[src/verilog/lcd_pkg.sv]
`default_nettype none

package lcd_pkg;

   typedef enum logic {
      LIST = 1'b0, // Radio is receiving
      TALK = 1'b1  // Radio is transmitting with an effect applied
   } talk_mode_t;

   // Codes 5 to 7 are not assigned to any effect
   typedef enum logic [2:0] {
      NORMAL  = 3'd0,
      ECHO    = 3'd1,
      TREMOLO = 3'd2,
      REVERB  = 3'd3,
      SOFT    = 3'd4
   } effect_t;

   typedef logic [7:0] lcd_char_t; // ASCII code, 8'hFF is a solid block on the HD44780 ROM

   localparam lcd_char_t CHAR_SPACE = 8'h20;
   localparam lcd_char_t CHAR_FILL  = 8'hFF;

   // Element 15 is column 0, so a string literal lands left to right on the glass
   typedef lcd_char_t [15:0] lcd_row_t;

   typedef logic [3:0] volume_t;

   typedef enum logic [7:0] {
      CMD_FUNCTION_SET = 8'h38, // 8-bit bus, two lines, 5x8 font
      CMD_DISPLAY_ON   = 8'h0C, // Display on, cursor and blink off
      CMD_ENTRY_MODE   = 8'h06, // Increment address, no shift
      CMD_CLEAR        = 8'h01,
      CMD_ROW1_ADDR    = 8'h80, // DDRAM address 0x00
      CMD_ROW2_ADDR    = 8'hC0  // DDRAM address 0x40
   } lcd_cmd_t;

   localparam int INIT_CMD_COUNT = 4; // FUNCTION_SET, DISPLAY_ON, ENTRY_MODE, CLEAR

   typedef logic [7:0] timer_count_t;

   // Scaled down from the datasheet values to keep simulation short
   localparam timer_count_t LCD_POWERUP_CYCLES    = 8'd40;
   localparam timer_count_t LCD_EN_CYCLES         = 8'd4;
   localparam timer_count_t LCD_WAIT_CYCLES       = 8'd8;
   localparam timer_count_t LCD_CLEAR_WAIT_CYCLES = 8'd32;

   typedef logic [3:0] col_index_t;

   typedef enum logic [2:0] {
      POWERUP, // Wait for the controller to come out of its own reset
      SETUP,   // Data and rs settle before the enable pulse
      PULSE,   // Enable high
      HOLD,    // Enable low while the controller executes
      NEXT     // Pick the next byte
   } seq_state_t;

endpackage

`default_nettype wire

[src/verilog/lcd_fetch_if.sv]
`timescale 1ns/1ps
`default_nettype none

interface lcd_fetch_if import lcd_pkg::*; ();

   logic       capture;    // One-cycle strobe, snapshot both rows
   logic       is_cmd;     // High while the init commands are being sent
   logic [1:0] init_index;
   logic       row_sel;    // 0 selects row 1, 1 selects row 2
   col_index_t col;
   lcd_char_t  byte_out;

   // The sequencer side asks for a byte and gets it back in the same cycle
   modport seq (
      output capture, is_cmd, init_index, row_sel, col,
      input  byte_out
   );

   modport buffer (
      input  capture, is_cmd, init_index, row_sel, col,
      output byte_out
   );

endinterface

`default_nettype wire

[src/verilog/display_text_gen.sv]
`timescale 1ns/1ps
`default_nettype none

module display_text_gen import lcd_pkg::*; (
   input  talk_mode_t talk_state,
   input  effect_t    current_effect,
   input  volume_t    volume,
   input  logic       enable_volume,
   output lcd_row_t   row_1,
   output lcd_row_t   row_2
);

   // Top row shows what the radio is doing
   always_comb begin
      if (talk_state == LIST) begin
         row_1 = {"LISTEN", {10{CHAR_SPACE}}}; // Effect does not matter while receiving
      end else begin
         case (current_effect)
            NORMAL:  row_1 = {"NO EFFECT", {7{CHAR_SPACE}}};
            ECHO:    row_1 = {"ECHO", {12{CHAR_SPACE}}};
            TREMOLO: row_1 = {"TREMOLO", {9{CHAR_SPACE}}};
            REVERB:  row_1 = {"REVERB", {10{CHAR_SPACE}}};
            SOFT:    row_1 = {"SOFT", {12{CHAR_SPACE}}};
            default: row_1 = {16{CHAR_FILL}}; // Unknown code, make it obvious on the glass
         endcase
      end
   end

   // Bottom row is a bar graph with one block per volume step
   always_comb begin
      row_2 = {16{CHAR_SPACE}};
      if (enable_volume) begin
         for (int i = 0; i < 16; i++) begin
            // Column 0 is always lit so that minimum volume still shows a block
            row_2[15 - i] = (32'(volume) >= i) ? CHAR_FILL : CHAR_SPACE;
         end
      end
   end

endmodule

`default_nettype wire

[src/verilog/lcd_display_top.sv]
`timescale 1ns/1ps
`default_nettype none

module lcd_display_top import lcd_pkg::*; (
   input  logic       clk,
   input  logic       rst_n,
   input  talk_mode_t talk_state,
   input  effect_t    current_effect,
   input  volume_t    volume,
   input  logic       enable_volume, // Low when muted
   output logic       lcd_en,
   output logic       lcd_rs,
   output logic       lcd_rw,
   output lcd_char_t  lcd_data
);

   lcd_row_t     row_1;
   lcd_row_t     row_2;
   logic         timer_start;
   timer_count_t timer_cycles;
   logic         timer_done;

   lcd_fetch_if i_fetch_if ();

   display_text_gen i_display_text_gen (
      .talk_state     (talk_state),
      .current_effect (current_effect),
      .volume         (volume),
      .enable_volume  (enable_volume),
      .row_1          (row_1),
      .row_2          (row_2)
   );

   lcd_frame_buffer i_lcd_frame_buffer (
      .clk   (clk),
      .rst_n (rst_n),
      .row_1 (row_1),
      .row_2 (row_2),
      .fetch (i_fetch_if.buffer)
   );

   lcd_timer i_lcd_timer (
      .clk    (clk),
      .rst_n  (rst_n),
      .start  (timer_start),
      .cycles (timer_cycles),
      .done   (timer_done)
   );

   lcd_sequencer i_lcd_sequencer (
      .clk      (clk),
      .rst_n    (rst_n),
      .done     (timer_done),
      .start    (timer_start),
      .cycles   (timer_cycles),
      .fetch    (i_fetch_if.seq),
      .lcd_en   (lcd_en),
      .lcd_rs   (lcd_rs),
      .lcd_data (lcd_data)
   );

   assign lcd_rw = 1'b0; // Write only, the busy flag is never read

endmodule

`default_nettype wire

[src/verilog/lcd_frame_buffer.sv]
`timescale 1ns/1ps
`default_nettype none

module lcd_frame_buffer import lcd_pkg::*; (
   input  logic       clk,
   input  logic       rst_n,
   input  lcd_row_t   row_1,
   input  lcd_row_t   row_2,
   lcd_fetch_if.buffer fetch
);

   lcd_row_t  snap_1;   // Row 1 as it will be drawn in the current frame
   lcd_row_t  snap_2;
   lcd_row_t  snap_sel;
   lcd_char_t init_cmd;

   // Both rows are frozen together once per frame, so text never tears mid-frame
   always_ff @(posedge clk or negedge rst_n) begin
      if (!rst_n) begin
         snap_1 <= {16{CHAR_SPACE}};
         snap_2 <= {16{CHAR_SPACE}};
      end else if (fetch.capture) begin
         snap_1 <= row_1;
         snap_2 <= row_2;
      end
   end

   // Power-on command sequence for the controller
   always_comb begin
      case (fetch.init_index)
         2'd0: init_cmd = CMD_FUNCTION_SET;
         2'd1: init_cmd = CMD_DISPLAY_ON;
         2'd2: init_cmd = CMD_ENTRY_MODE;
         2'd3: init_cmd = CMD_CLEAR; // Last, it needs the long wait
      endcase
   end

   assign snap_sel = fetch.row_sel ? snap_2 : snap_1;

   // Column c sits at element 15-c, which is the bitwise inverse of a 4-bit index
   assign fetch.byte_out = fetch.is_cmd ? init_cmd : snap_sel[~fetch.col];

endmodule

`default_nettype wire

[src/verilog/lcd_sequencer.sv]
`timescale 1ns/1ps
`default_nettype none

module lcd_sequencer import lcd_pkg::*; (
   input  logic         clk,
   input  logic         rst_n,
   input  logic         done,
   output logic         start,
   output timer_count_t cycles,
   lcd_fetch_if.seq     fetch,
   output logic         lcd_en,
   output logic         lcd_rs,
   output lcd_char_t    lcd_data
);

   seq_state_t state;
   seq_state_t state_next;
   logic       powerup_armed; // Power-up delay has been started
   logic [1:0] init_idx;
   logic       init_done;
   logic       row_q;         // 0 while row 1 is being written
   col_index_t col_q;
   logic       addr_pending;  // Next byte is a DDRAM address command
   logic       is_clear;
   logic       advance;
   lcd_char_t  byte_sel;
   logic       rs_sel;

   assign fetch.is_cmd     = ~init_done;
   assign fetch.init_index = init_idx;
   assign fetch.row_sel    = row_q;
   assign fetch.col        = col_q;

   // Freeze the text right before the row 1 address goes out
   assign fetch.capture = (state == NEXT) && init_done && addr_pending && !row_q;

   assign is_clear = !lcd_rs && (lcd_data == CMD_CLEAR); // Clear takes far longer than others
   assign advance  = (state == HOLD) && done;

   always_comb begin
      state_next = state;
      start      = 1'b0;
      cycles     = LCD_EN_CYCLES;
      case (state)
         POWERUP: begin
            if (!powerup_armed) begin
               start  = 1'b1;
               cycles = LCD_POWERUP_CYCLES;
            end else if (done) begin
               state_next = NEXT;
            end
         end
         NEXT: begin
            state_next = SETUP; // Byte is latched onto the bus on this edge
         end
         SETUP: begin
            start      = 1'b1;
            cycles     = LCD_EN_CYCLES;
            state_next = PULSE;
         end
         PULSE: begin
            if (done) begin
               start      = 1'b1;
               cycles     = is_clear ? LCD_CLEAR_WAIT_CYCLES : LCD_WAIT_CYCLES;
               state_next = HOLD;
            end
         end
         HOLD: begin
            if (done) begin
               state_next = NEXT;
            end
         end
         default: state_next = POWERUP;
      endcase
   end

   // Address commands are made here, everything else comes from the frame buffer
   always_comb begin
      if (!init_done) begin
         byte_sel = fetch.byte_out;
         rs_sel   = 1'b0;
      end else if (addr_pending) begin
         byte_sel = row_q ? CMD_ROW2_ADDR : CMD_ROW1_ADDR;
         rs_sel   = 1'b0;
      end else begin
         byte_sel = fetch.byte_out;
         rs_sel   = 1'b1; // Data register write
      end
   end

   always_ff @(posedge clk or negedge rst_n) begin
      if (!rst_n) begin
         state         <= POWERUP;
         powerup_armed <= 1'b0;
         lcd_en        <= 1'b0;
         lcd_rs        <= 1'b0;
      end else begin
         state  <= state_next;
         lcd_en <= (state_next == PULSE); // Registered so the pin never glitches
         if (state == POWERUP) begin
            powerup_armed <= 1'b1;
         end
         if (state == NEXT) begin
            lcd_rs <= rs_sel;
         end
      end
   end

   // Loaded once per byte and left alone until after HOLD
   always_ff @(posedge clk) begin
      if (state == NEXT) begin
         lcd_data <= byte_sel;
      end
   end

   // Position moves on once the controller has finished with the current byte
   always_ff @(posedge clk or negedge rst_n) begin
      if (!rst_n) begin
         init_idx     <= '0;
         init_done    <= 1'b0;
         row_q        <= 1'b0;
         col_q        <= '0;
         addr_pending <= 1'b0;
      end else if (advance) begin
         if (!init_done) begin
            if (init_idx == 2'(INIT_CMD_COUNT - 1)) begin
               init_done    <= 1'b1;
               addr_pending <= 1'b1; // First frame opens with the row 1 address
            end else begin
               init_idx <= init_idx + 2'd1;
            end
         end else if (addr_pending) begin
            addr_pending <= 1'b0;
         end else if (col_q == 4'd15) begin
            col_q        <= '0;
            row_q        <= ~row_q; // Row 2 after row 1, then back to a new frame
            addr_pending <= 1'b1;
         end else begin
            col_q <= col_q + 4'd1;
         end
      end
   end

endmodule

`default_nettype wire

[src/verilog/lcd_timer.sv]
`timescale 1ns/1ps
`default_nettype none

module lcd_timer import lcd_pkg::*; (
   input  logic         clk,
   input  logic         rst_n,
   input  logic         start,
   input  timer_count_t cycles,
   output logic         done
);

   timer_count_t count; // Zero means idle

   always_ff @(posedge clk or negedge rst_n) begin
      if (!rst_n) begin
         count <= '0;
      end else if (start) begin
         count <= cycles;          // Restarting mid-count simply reloads
      end else if (count != '0) begin
         count <= count - 1'b1;
      end
   end

   // Loaded with N on the start edge, the count reaches 1 exactly N cycles after start
   assign done = (count == timer_count_t'(1));

endmodule

`default_nettype wire
[config.mk]
export PLATFORM = sky130hd
export DESIGN_NAME = lcd_display_top
export DESIGN_NICKNAME = d
export VERILOG_FILES = /design/src/verilog/lcd_pkg.sv /design/src/verilog/lcd_fetch_if.sv /design/src/verilog/display_text_gen.sv /design/src/verilog/lcd_display_top.sv /design/src/verilog/lcd_frame_buffer.sv /design/src/verilog/lcd_sequencer.sv /design/src/verilog/lcd_timer.sv
export SDC_FILE = /design/constraint.sdc
export NUM_CORES = 1
export LEC_CHECK = 0
export ABC_AREA = 1
export BUFFER_PORTS_ARGS = -buffer_cell sky130_fd_sc_hd__buf_2
export CAP_MARGIN = 15
export CORE_MARGIN = 2
export CORE_UTILIZATION = 61
export CTS_CLUSTER_SIZE = 8
export DETAILED_ROUTE_END_ITERATION = 16
export HOLD_SLACK_MARGIN = 0.02
export PLACE_DENSITY_LB_ADDON = 0.1
export SYNTH_ARGS = -nofsm -noshare
export SYNTH_HDL_FRONTEND = slang
export SYNTH_SLANG_ARGS = --single-unit
[constraint.sdc]
create_clock -name clk -period 3.45 [get_ports clk]
set_clock_uncertainty 0.15 [all_clocks]
set_input_delay 0.345 -clock clk [delete_from_list [all_inputs] [get_ports clk]]
set_output_delay 0.345 -clock clk [all_outputs]
set_load 0.03 [all_outputs]
; ---- Word-level counts from Yosys, hierarchy flattened
; Cells that the tools add are included.
[word_totals]
input_bits = 11
register_bits = 287
output_inout_bits = 11
wordCells = 147
[classes]
n_reduce_logical = 17
n_mux = 48
addsub = 3
magnitude_cmp = 16
n_eq_ne = 15
bitwise_logic = 5
[op_table]
columns = cell, count
row1 = $pmux W128 S5, 1
row2 = $mux W128, 3
row3 = $mux W8, 22
row4 = $bmux W8 S4, 1
row5 = $ge A4 B4 Y1 const B, 8
row6 = $pmux W8 S4, 1
row7 = $eq A8 B1 Y1 const B, 2
row8 = $ge A4 B3 Y1 const B, 4
row9 = $pmux W8 S2, 1
row10 = $eq A3 B2 Y1 const B, 5
row11 = $pmux W3 S5, 1
row12 = $mux W6, 2
row13 = $mux W1, 10
row14 = $mux W3, 3
row15 = $ge A4 B2 Y1 const B, 2
row16 = $reduce_bool A8 Y1, 1
row17 = $sub A8 B1 Y8 const B, 1
row18 = $mux W7, 1
row19 = $eq A3 B1 Y1 const B, 2
row20 = $eq A3 B3 Y1 const B, 2
row21 = $logic_not A3 Y1, 2
row22 = $reduce_and A3 Y1, 2
row23 = $logic_and A1 B1 Y1, 5
row24 = $lt A4 B5 Y1 const B, 1
row25 = other kinds (15), 21

; ---- Longest topological paths before layout
[logic_depth]
word_depth = 6
ltp_mapped = 14
depth_no_buf = 13

; ---- By module
; A second synthesis with hierarchy kept.
[hier_totals]
hier_cells = 1691
hier_area_um2 = 15955.3
[modules_own_cells]
columns = module, area_each_um2, cells_per_inst, seq_area_each_um2, n_inst
row1 = lcd_frame_buffer, 12146.6, 1178, 6446.2, 1
row2 = display_text_gen, 2031.9, 297, 0.0, 1
row3 = lcd_sequencer, 1172.4, 133, 615.6, 1
row4 = lcd_timer, 593.1, 81, 200.2, 1
row5 = lcd_display_top, 11.3, 2, 0.0, 1

; ---- Least setup slack after synthesis
; No wires, ideal clock.
[synth_timing]
path_kind = register to register
from = register i_lcd_sequencer.col_q[0] (netlist: i_lcd_sequencer.fetch.col[0])
to = register i_lcd_sequencer.lcd_data[6], data pin
arrival_time_ns = 1.247
setup_time_ns = 0.253
required_ns = 3.047
path_stages_with_launch = 13
n_path_buf = 2
period_less_slack_ns = 1.650
slack_ns = 1.800
path_cell_list = dfrtp_1 buf_2 inv_2 buf_4 nand2_1 nand3_1 nand2_1 inv_1 nand3_1 nand3_1 nand2_1 nand2_1 nand2_1
[synth_between]
elab_chain_len = 6
[synth_lines]
columns = element, line_no
row1 = from (decl), lcd_sequencer.sv:22  ; col_index_t col_q;
row2 = from (signal assigned), lcd_sequencer.sv:139  ; col_q <= col_q + 4'd1;
row3 = $not A4 Y4 (*), lcd_frame_buffer.sv:41  ; assign fetch.byte_out = fetch.is_cmd ? init_cmd : snap_sel[~fetch.col];
row4 = $bmux W8 S4 (*), lcd_frame_buffer.sv:41
row5 = $mux W8 (implied by the code) (*), lcd_frame_buffer.sv:41
row6 = $mux W8 (*), lcd_frame_buffer.sv:41
row7 = $mux W8, lcd_sequencer.sv:82  ; end else if (addr_pending) begin
row8 = $mux W8 (*), lcd_sequencer.sv:79  ; if (!init_done) begin
row9 = net i_lcd_sequencer.byte_sel[6], lcd_sequencer.sv:26  ; lcd_char_t byte_sel;
row10 = to (signal assigned), lcd_sequencer.sv:112  ; lcd_data <= byte_sel;
row11 = to (decl), lcd_sequencer.sv:13  ; output lcd_char_t lcd_data
; The timed path passes the listed nets; every way through them passes the cells marked *. The select of a mux whose other input is x is not followed.
; A chain may end at the register's enable or synchronous reset.

; ---- Worst setup path in the final report
[layout_timing]
from = register i_lcd_sequencer.col_q[1] (netlist: i_lcd_sequencer.fetch.col[1])
to = register i_lcd_sequencer.lcd_data[2], data pin
; Same word-level chain as after synthesis.

==> summary.md <==
| Metric | Value |
|---|---|
| Status | finished clean |
| Largest net degree at the start of global routing | 43 |
| Mapped Cells | 588 |
| Initial core utilization | 0.6231 |
| Cell accounting for the most synthesized area | dfrtp_1 |
| Netlist cell types | 44 |
| Vias | 3805 |
| Seq pwr share | 0.567 |
| Remaining DRCs | 0 |
| Worst-path clk slew | 80 ps |
| Initial antenna violation count | 0 |
| Mean Syn Cell Area | 7.563 um^2 |
| Switching Share | 0.2268 |
| Max-cap violations | 0 |
| ANT cells | 0 |
| Worst skew pair latency | 360 ps |
| Syn_nets | 607 |
| Post-CTS Resized | 0 |
| Mapped Area | 4447 um^2 |
| Synth Area in Adders | 0.02251 |
| Max Root-Sink Buffers | 2 |
| CTS root buf | clkbuf_8 |
| Routed WL per cell | 14.20 um |
| Final instance area | 4782 um^2 |
| Synth warn | 0 |
| Worst Path Required | 3410 ps |
| # IOs | 22 |
| Vias in the first global route | 3683 |
| Max Freq | 388.7 MHz |
| Number of enable flip-flop cells after synthesis | 8 |
| Simple-gate share of the synthesized area | 0.3458 |
| Worst hold endpoint | i_lcd_frame_buffer.snap_1[112]$_DFFE_PN0P_ |
| Synth top cells by count | 206 x nand2_1, 70 x nand3_1, 65 x dfrtp_1 |
| Routability cong. | 0.8781 |
| Area Overhead vs Synth | 7.541% |
| Total setup buffers inserted after CTS | 0 |
| Die Ht | 89.38 um |
| CTS Buf Count | 9 |
| Yosys reg bits | 78 |
| CTS tree | built |
| Asr flop ratio synth | 0.8974 |
| Synth top area share | 0.3658 |
| First-pass GRT wire length | 17.07 mm |
| Fin util | 0.6701 |
| CP startpoint kind | flop |
| Setup TNS | 0 ps |
| # rows | 31 |
| Starting DRC count in detailed routing | 259 |
| Reg2Reg Depth | 11 |
| Share of cells above drive strength 1 | 0.1311 |
| Most frequent cell after synthesis | nand2_1 |
| Slew @ Worst Pin | 966.4 ps |
| H-tree Lvls | 3 |
| Routed vias/inst | 5.367 |
| Hold Crit Class | input pin to flop |
| RSZ-0062 raised after global routing | false |
| Main flop type after synthesis | dfrtp_1 |
| Routed Antenna Nets | 0 |
| Min Tclk post-route | 2572 ps |
| Fin crit share | 0.7456 |
| Xor/xnor cell area share of the yosys netlist | 0.01970 |
| Lkg Pwr | 2.372 nW |
| All-layer global routing usage | 0.2795 |
| Critical path fanouts, max | 20 |
| Top cells by area, synth | dfrtp_1 37%, nand2_1 17%, nand3_1 7.9% |
| Sequential element share of the synthesized area | 0.4494 |
| Clock power frac | 0.393 |
| # port buffers | 20 |
| Largest family of logic cells by synthesized area | simple AND/OR/NAND/NOR gates |
| Remaining Overflow, GRT | 0 |
| Psw | 0.3748 mW |
| PwrDens | 345.6 nW/um^2 |
| Area of the core | 7137 um^2 |
| Hold Crit Start | current_effect[1] |
| Die width | 89.38 um |
| Int Power | 1.278 mW |
| Placed cell areas | 4592 um^2 |
| Wirelength, routed | 10.07 mm |
| Detail Placement HPWL | 7.404 mm |
| Fin. max-slew vios | 0 |
| Kind of critical path | flop to flop |
| Die ar. | 7989 um^2 |
| Worst R2R Setup Slack | 880 ps |
| Worst hold path stage count | 2 |
| Total power | 1.653 mW |
| First drt pass iteration count | 5 |
| Final nets | 624 |
| Crit Reg-Reg Startpoint | i_lcd_sequencer.fetch.col[1]$_DFFE_PN0P_ |
| Crit path arrival time | 2530 ps |
| Logic pwr share | 0.039 |
| Worst Setup End Kind | flop |
| Post-synthesis compound-gate area fraction | 0.08610 |
| # setup viols final | 0 |
| IR drop worst, VDD | 0.2532 mV |
| Hold WS | 109.9 ps |
| Clk sinks | 78 |
| RR Endpoint | i_lcd_sequencer.lcd_data[2]$_DFFE_PP_ |
| Post-synthesis mux area share | 0.002532 |
| Endpoints failing hold | 0 |
| Max-slew headroom | 0.3557 |
-- what timing repair did --
action,4_1_cts,5_1_grt
endpoints found under the hold margin,11,0
setup endpoints to repair,0,0
hold buffers,1,0
-- metal layers --
| metal | track usage | vias to the layer above | wire length, um |
|---|---|---|---|
| met5 | 0 | - | 0 |
| li1 | - | 1928 | - |
| met2 | 0.4680 | 97 | 4844 |
| met3 | 0.04063 | 23 | 392 |
| met4 | 0.1126 | 0 | 228 |
| met1 | 0.3654 | 1757 | 4605 |
-- stage by stage --
step                      cells  setup slack, ps
after floorplan             588             1800
after global placement      692             1045
after detailed placement    692            983.6
after CTS                   709            951.9
after global routing        709            578.8
final                       709            877.6
-- worst max-delay path, stage by stage (launching register included) --
cell and delay [ps]:
dfrtp_1 750, clkinv_1 600, nand3_1 230, nand2_1 70, nand2_1 50, nand2_1 50
nand2_1 100, nand2_1 60, inv_1 90, nand2_1 70, nand2_1 60, nand2_1 50
-- final cells by class --
class	instances	area (um^2)
Sequential cell	78	1998
Multi-Input combinational cell	435	2123
Timing Repair Buffer	26	147.6
Fill cell	652	2355
Inverter	55	209.0
Tap cell	99	123.9
Clock buffer	10	127.6
Clock inverter	6	52.55
-- placed cells by master, fill, tap and decap left out, types with 8 or more instances in the layout --
cell      count
nor2_1       43
edfxtp_1      8
nand2_1     206
inv_2        10
nand3_1      70
a21oi_1      19
ha_1          8
o21ai_0      22
clkbuf_8      9
dfrtp_1      65
inv_1        42
buf_2        20
xor2_1        9
-- kinds of logic after synthesis --
kind of cell | after synthesis
and+or+nand+nor | 350
AOI/OAI and AO/OA | 65
muxes | 1
DFF | 78
other | 1
adders and majority gates | 8
buffers and inverters | 75
xor gates and xnor gates | 10
-- worst max path at each step --
stage                                             startpoint                                     to  depth (start not counted)
detailed placement  i_lcd_sequencer.fetch.col[1]$_DFFE_PN0P_  i_lcd_sequencer.lcd_data[3]$_DFFE_PP_                         11
finish              i_lcd_sequencer.fetch.col[1]$_DFFE_PN0P_  i_lcd_sequencer.lcd_data[2]$_DFFE_PP_                         11
global route        i_lcd_sequencer.fetch.col[1]$_DFFE_PN0P_  i_lcd_sequencer.lcd_data[6]$_DFFE_PP_                         11
global placement    i_lcd_sequencer.fetch.col[1]$_DFFE_PN0P_  i_lcd_sequencer.lcd_data[3]$_DFFE_PP_                         11
CTS                 i_lcd_sequencer.fetch.col[1]$_DFFE_PN0P_  i_lcd_sequencer.lcd_data[2]$_DFFE_PP_                         11
floorplan           i_lcd_sequencer.fetch.col[0]$_DFFE_PN0P_  i_lcd_sequencer.lcd_data[6]$_DFFE_PP_                         12
-- power by group through the flow --
stage          clock [mW]  sequential, mW  combinational [mW]
2_1_floorplan           0           0.955              0.0302
3_3_place_gp            0           0.956              0.0636
3_5_place_dp            0           0.956              0.0649
4_1_cts             0.657           0.938              0.0659
5_1_grt             0.690           0.938              0.0755
6_report            0.650           0.938              0.0650
-- sequential cells by signal (all words and copies together) (netlist names) --
register / count
i_lcd_sequencer.powerup_armed: 1
i_lcd_sequencer.fetch.col: 4
i_lcd_frame_buffer.snap_2: 16
i_lcd_sequencer.fetch.row_sel: 1
i_lcd_frame_buffer.snap_1: 31
i_lcd_sequencer.init_done: 1
i_lcd_sequencer.addr_pending: 1
i_lcd_sequencer.lcd_rs: 1
i_lcd_sequencer.fetch.init_index: 2
i_lcd_timer.count: 8
i_lcd_sequencer.lcd_data: 8
i_lcd_sequencer.state: 3
i_lcd_sequencer.lcd_en: 1
No activity file was read; power rests on OpenSTA's default activity.
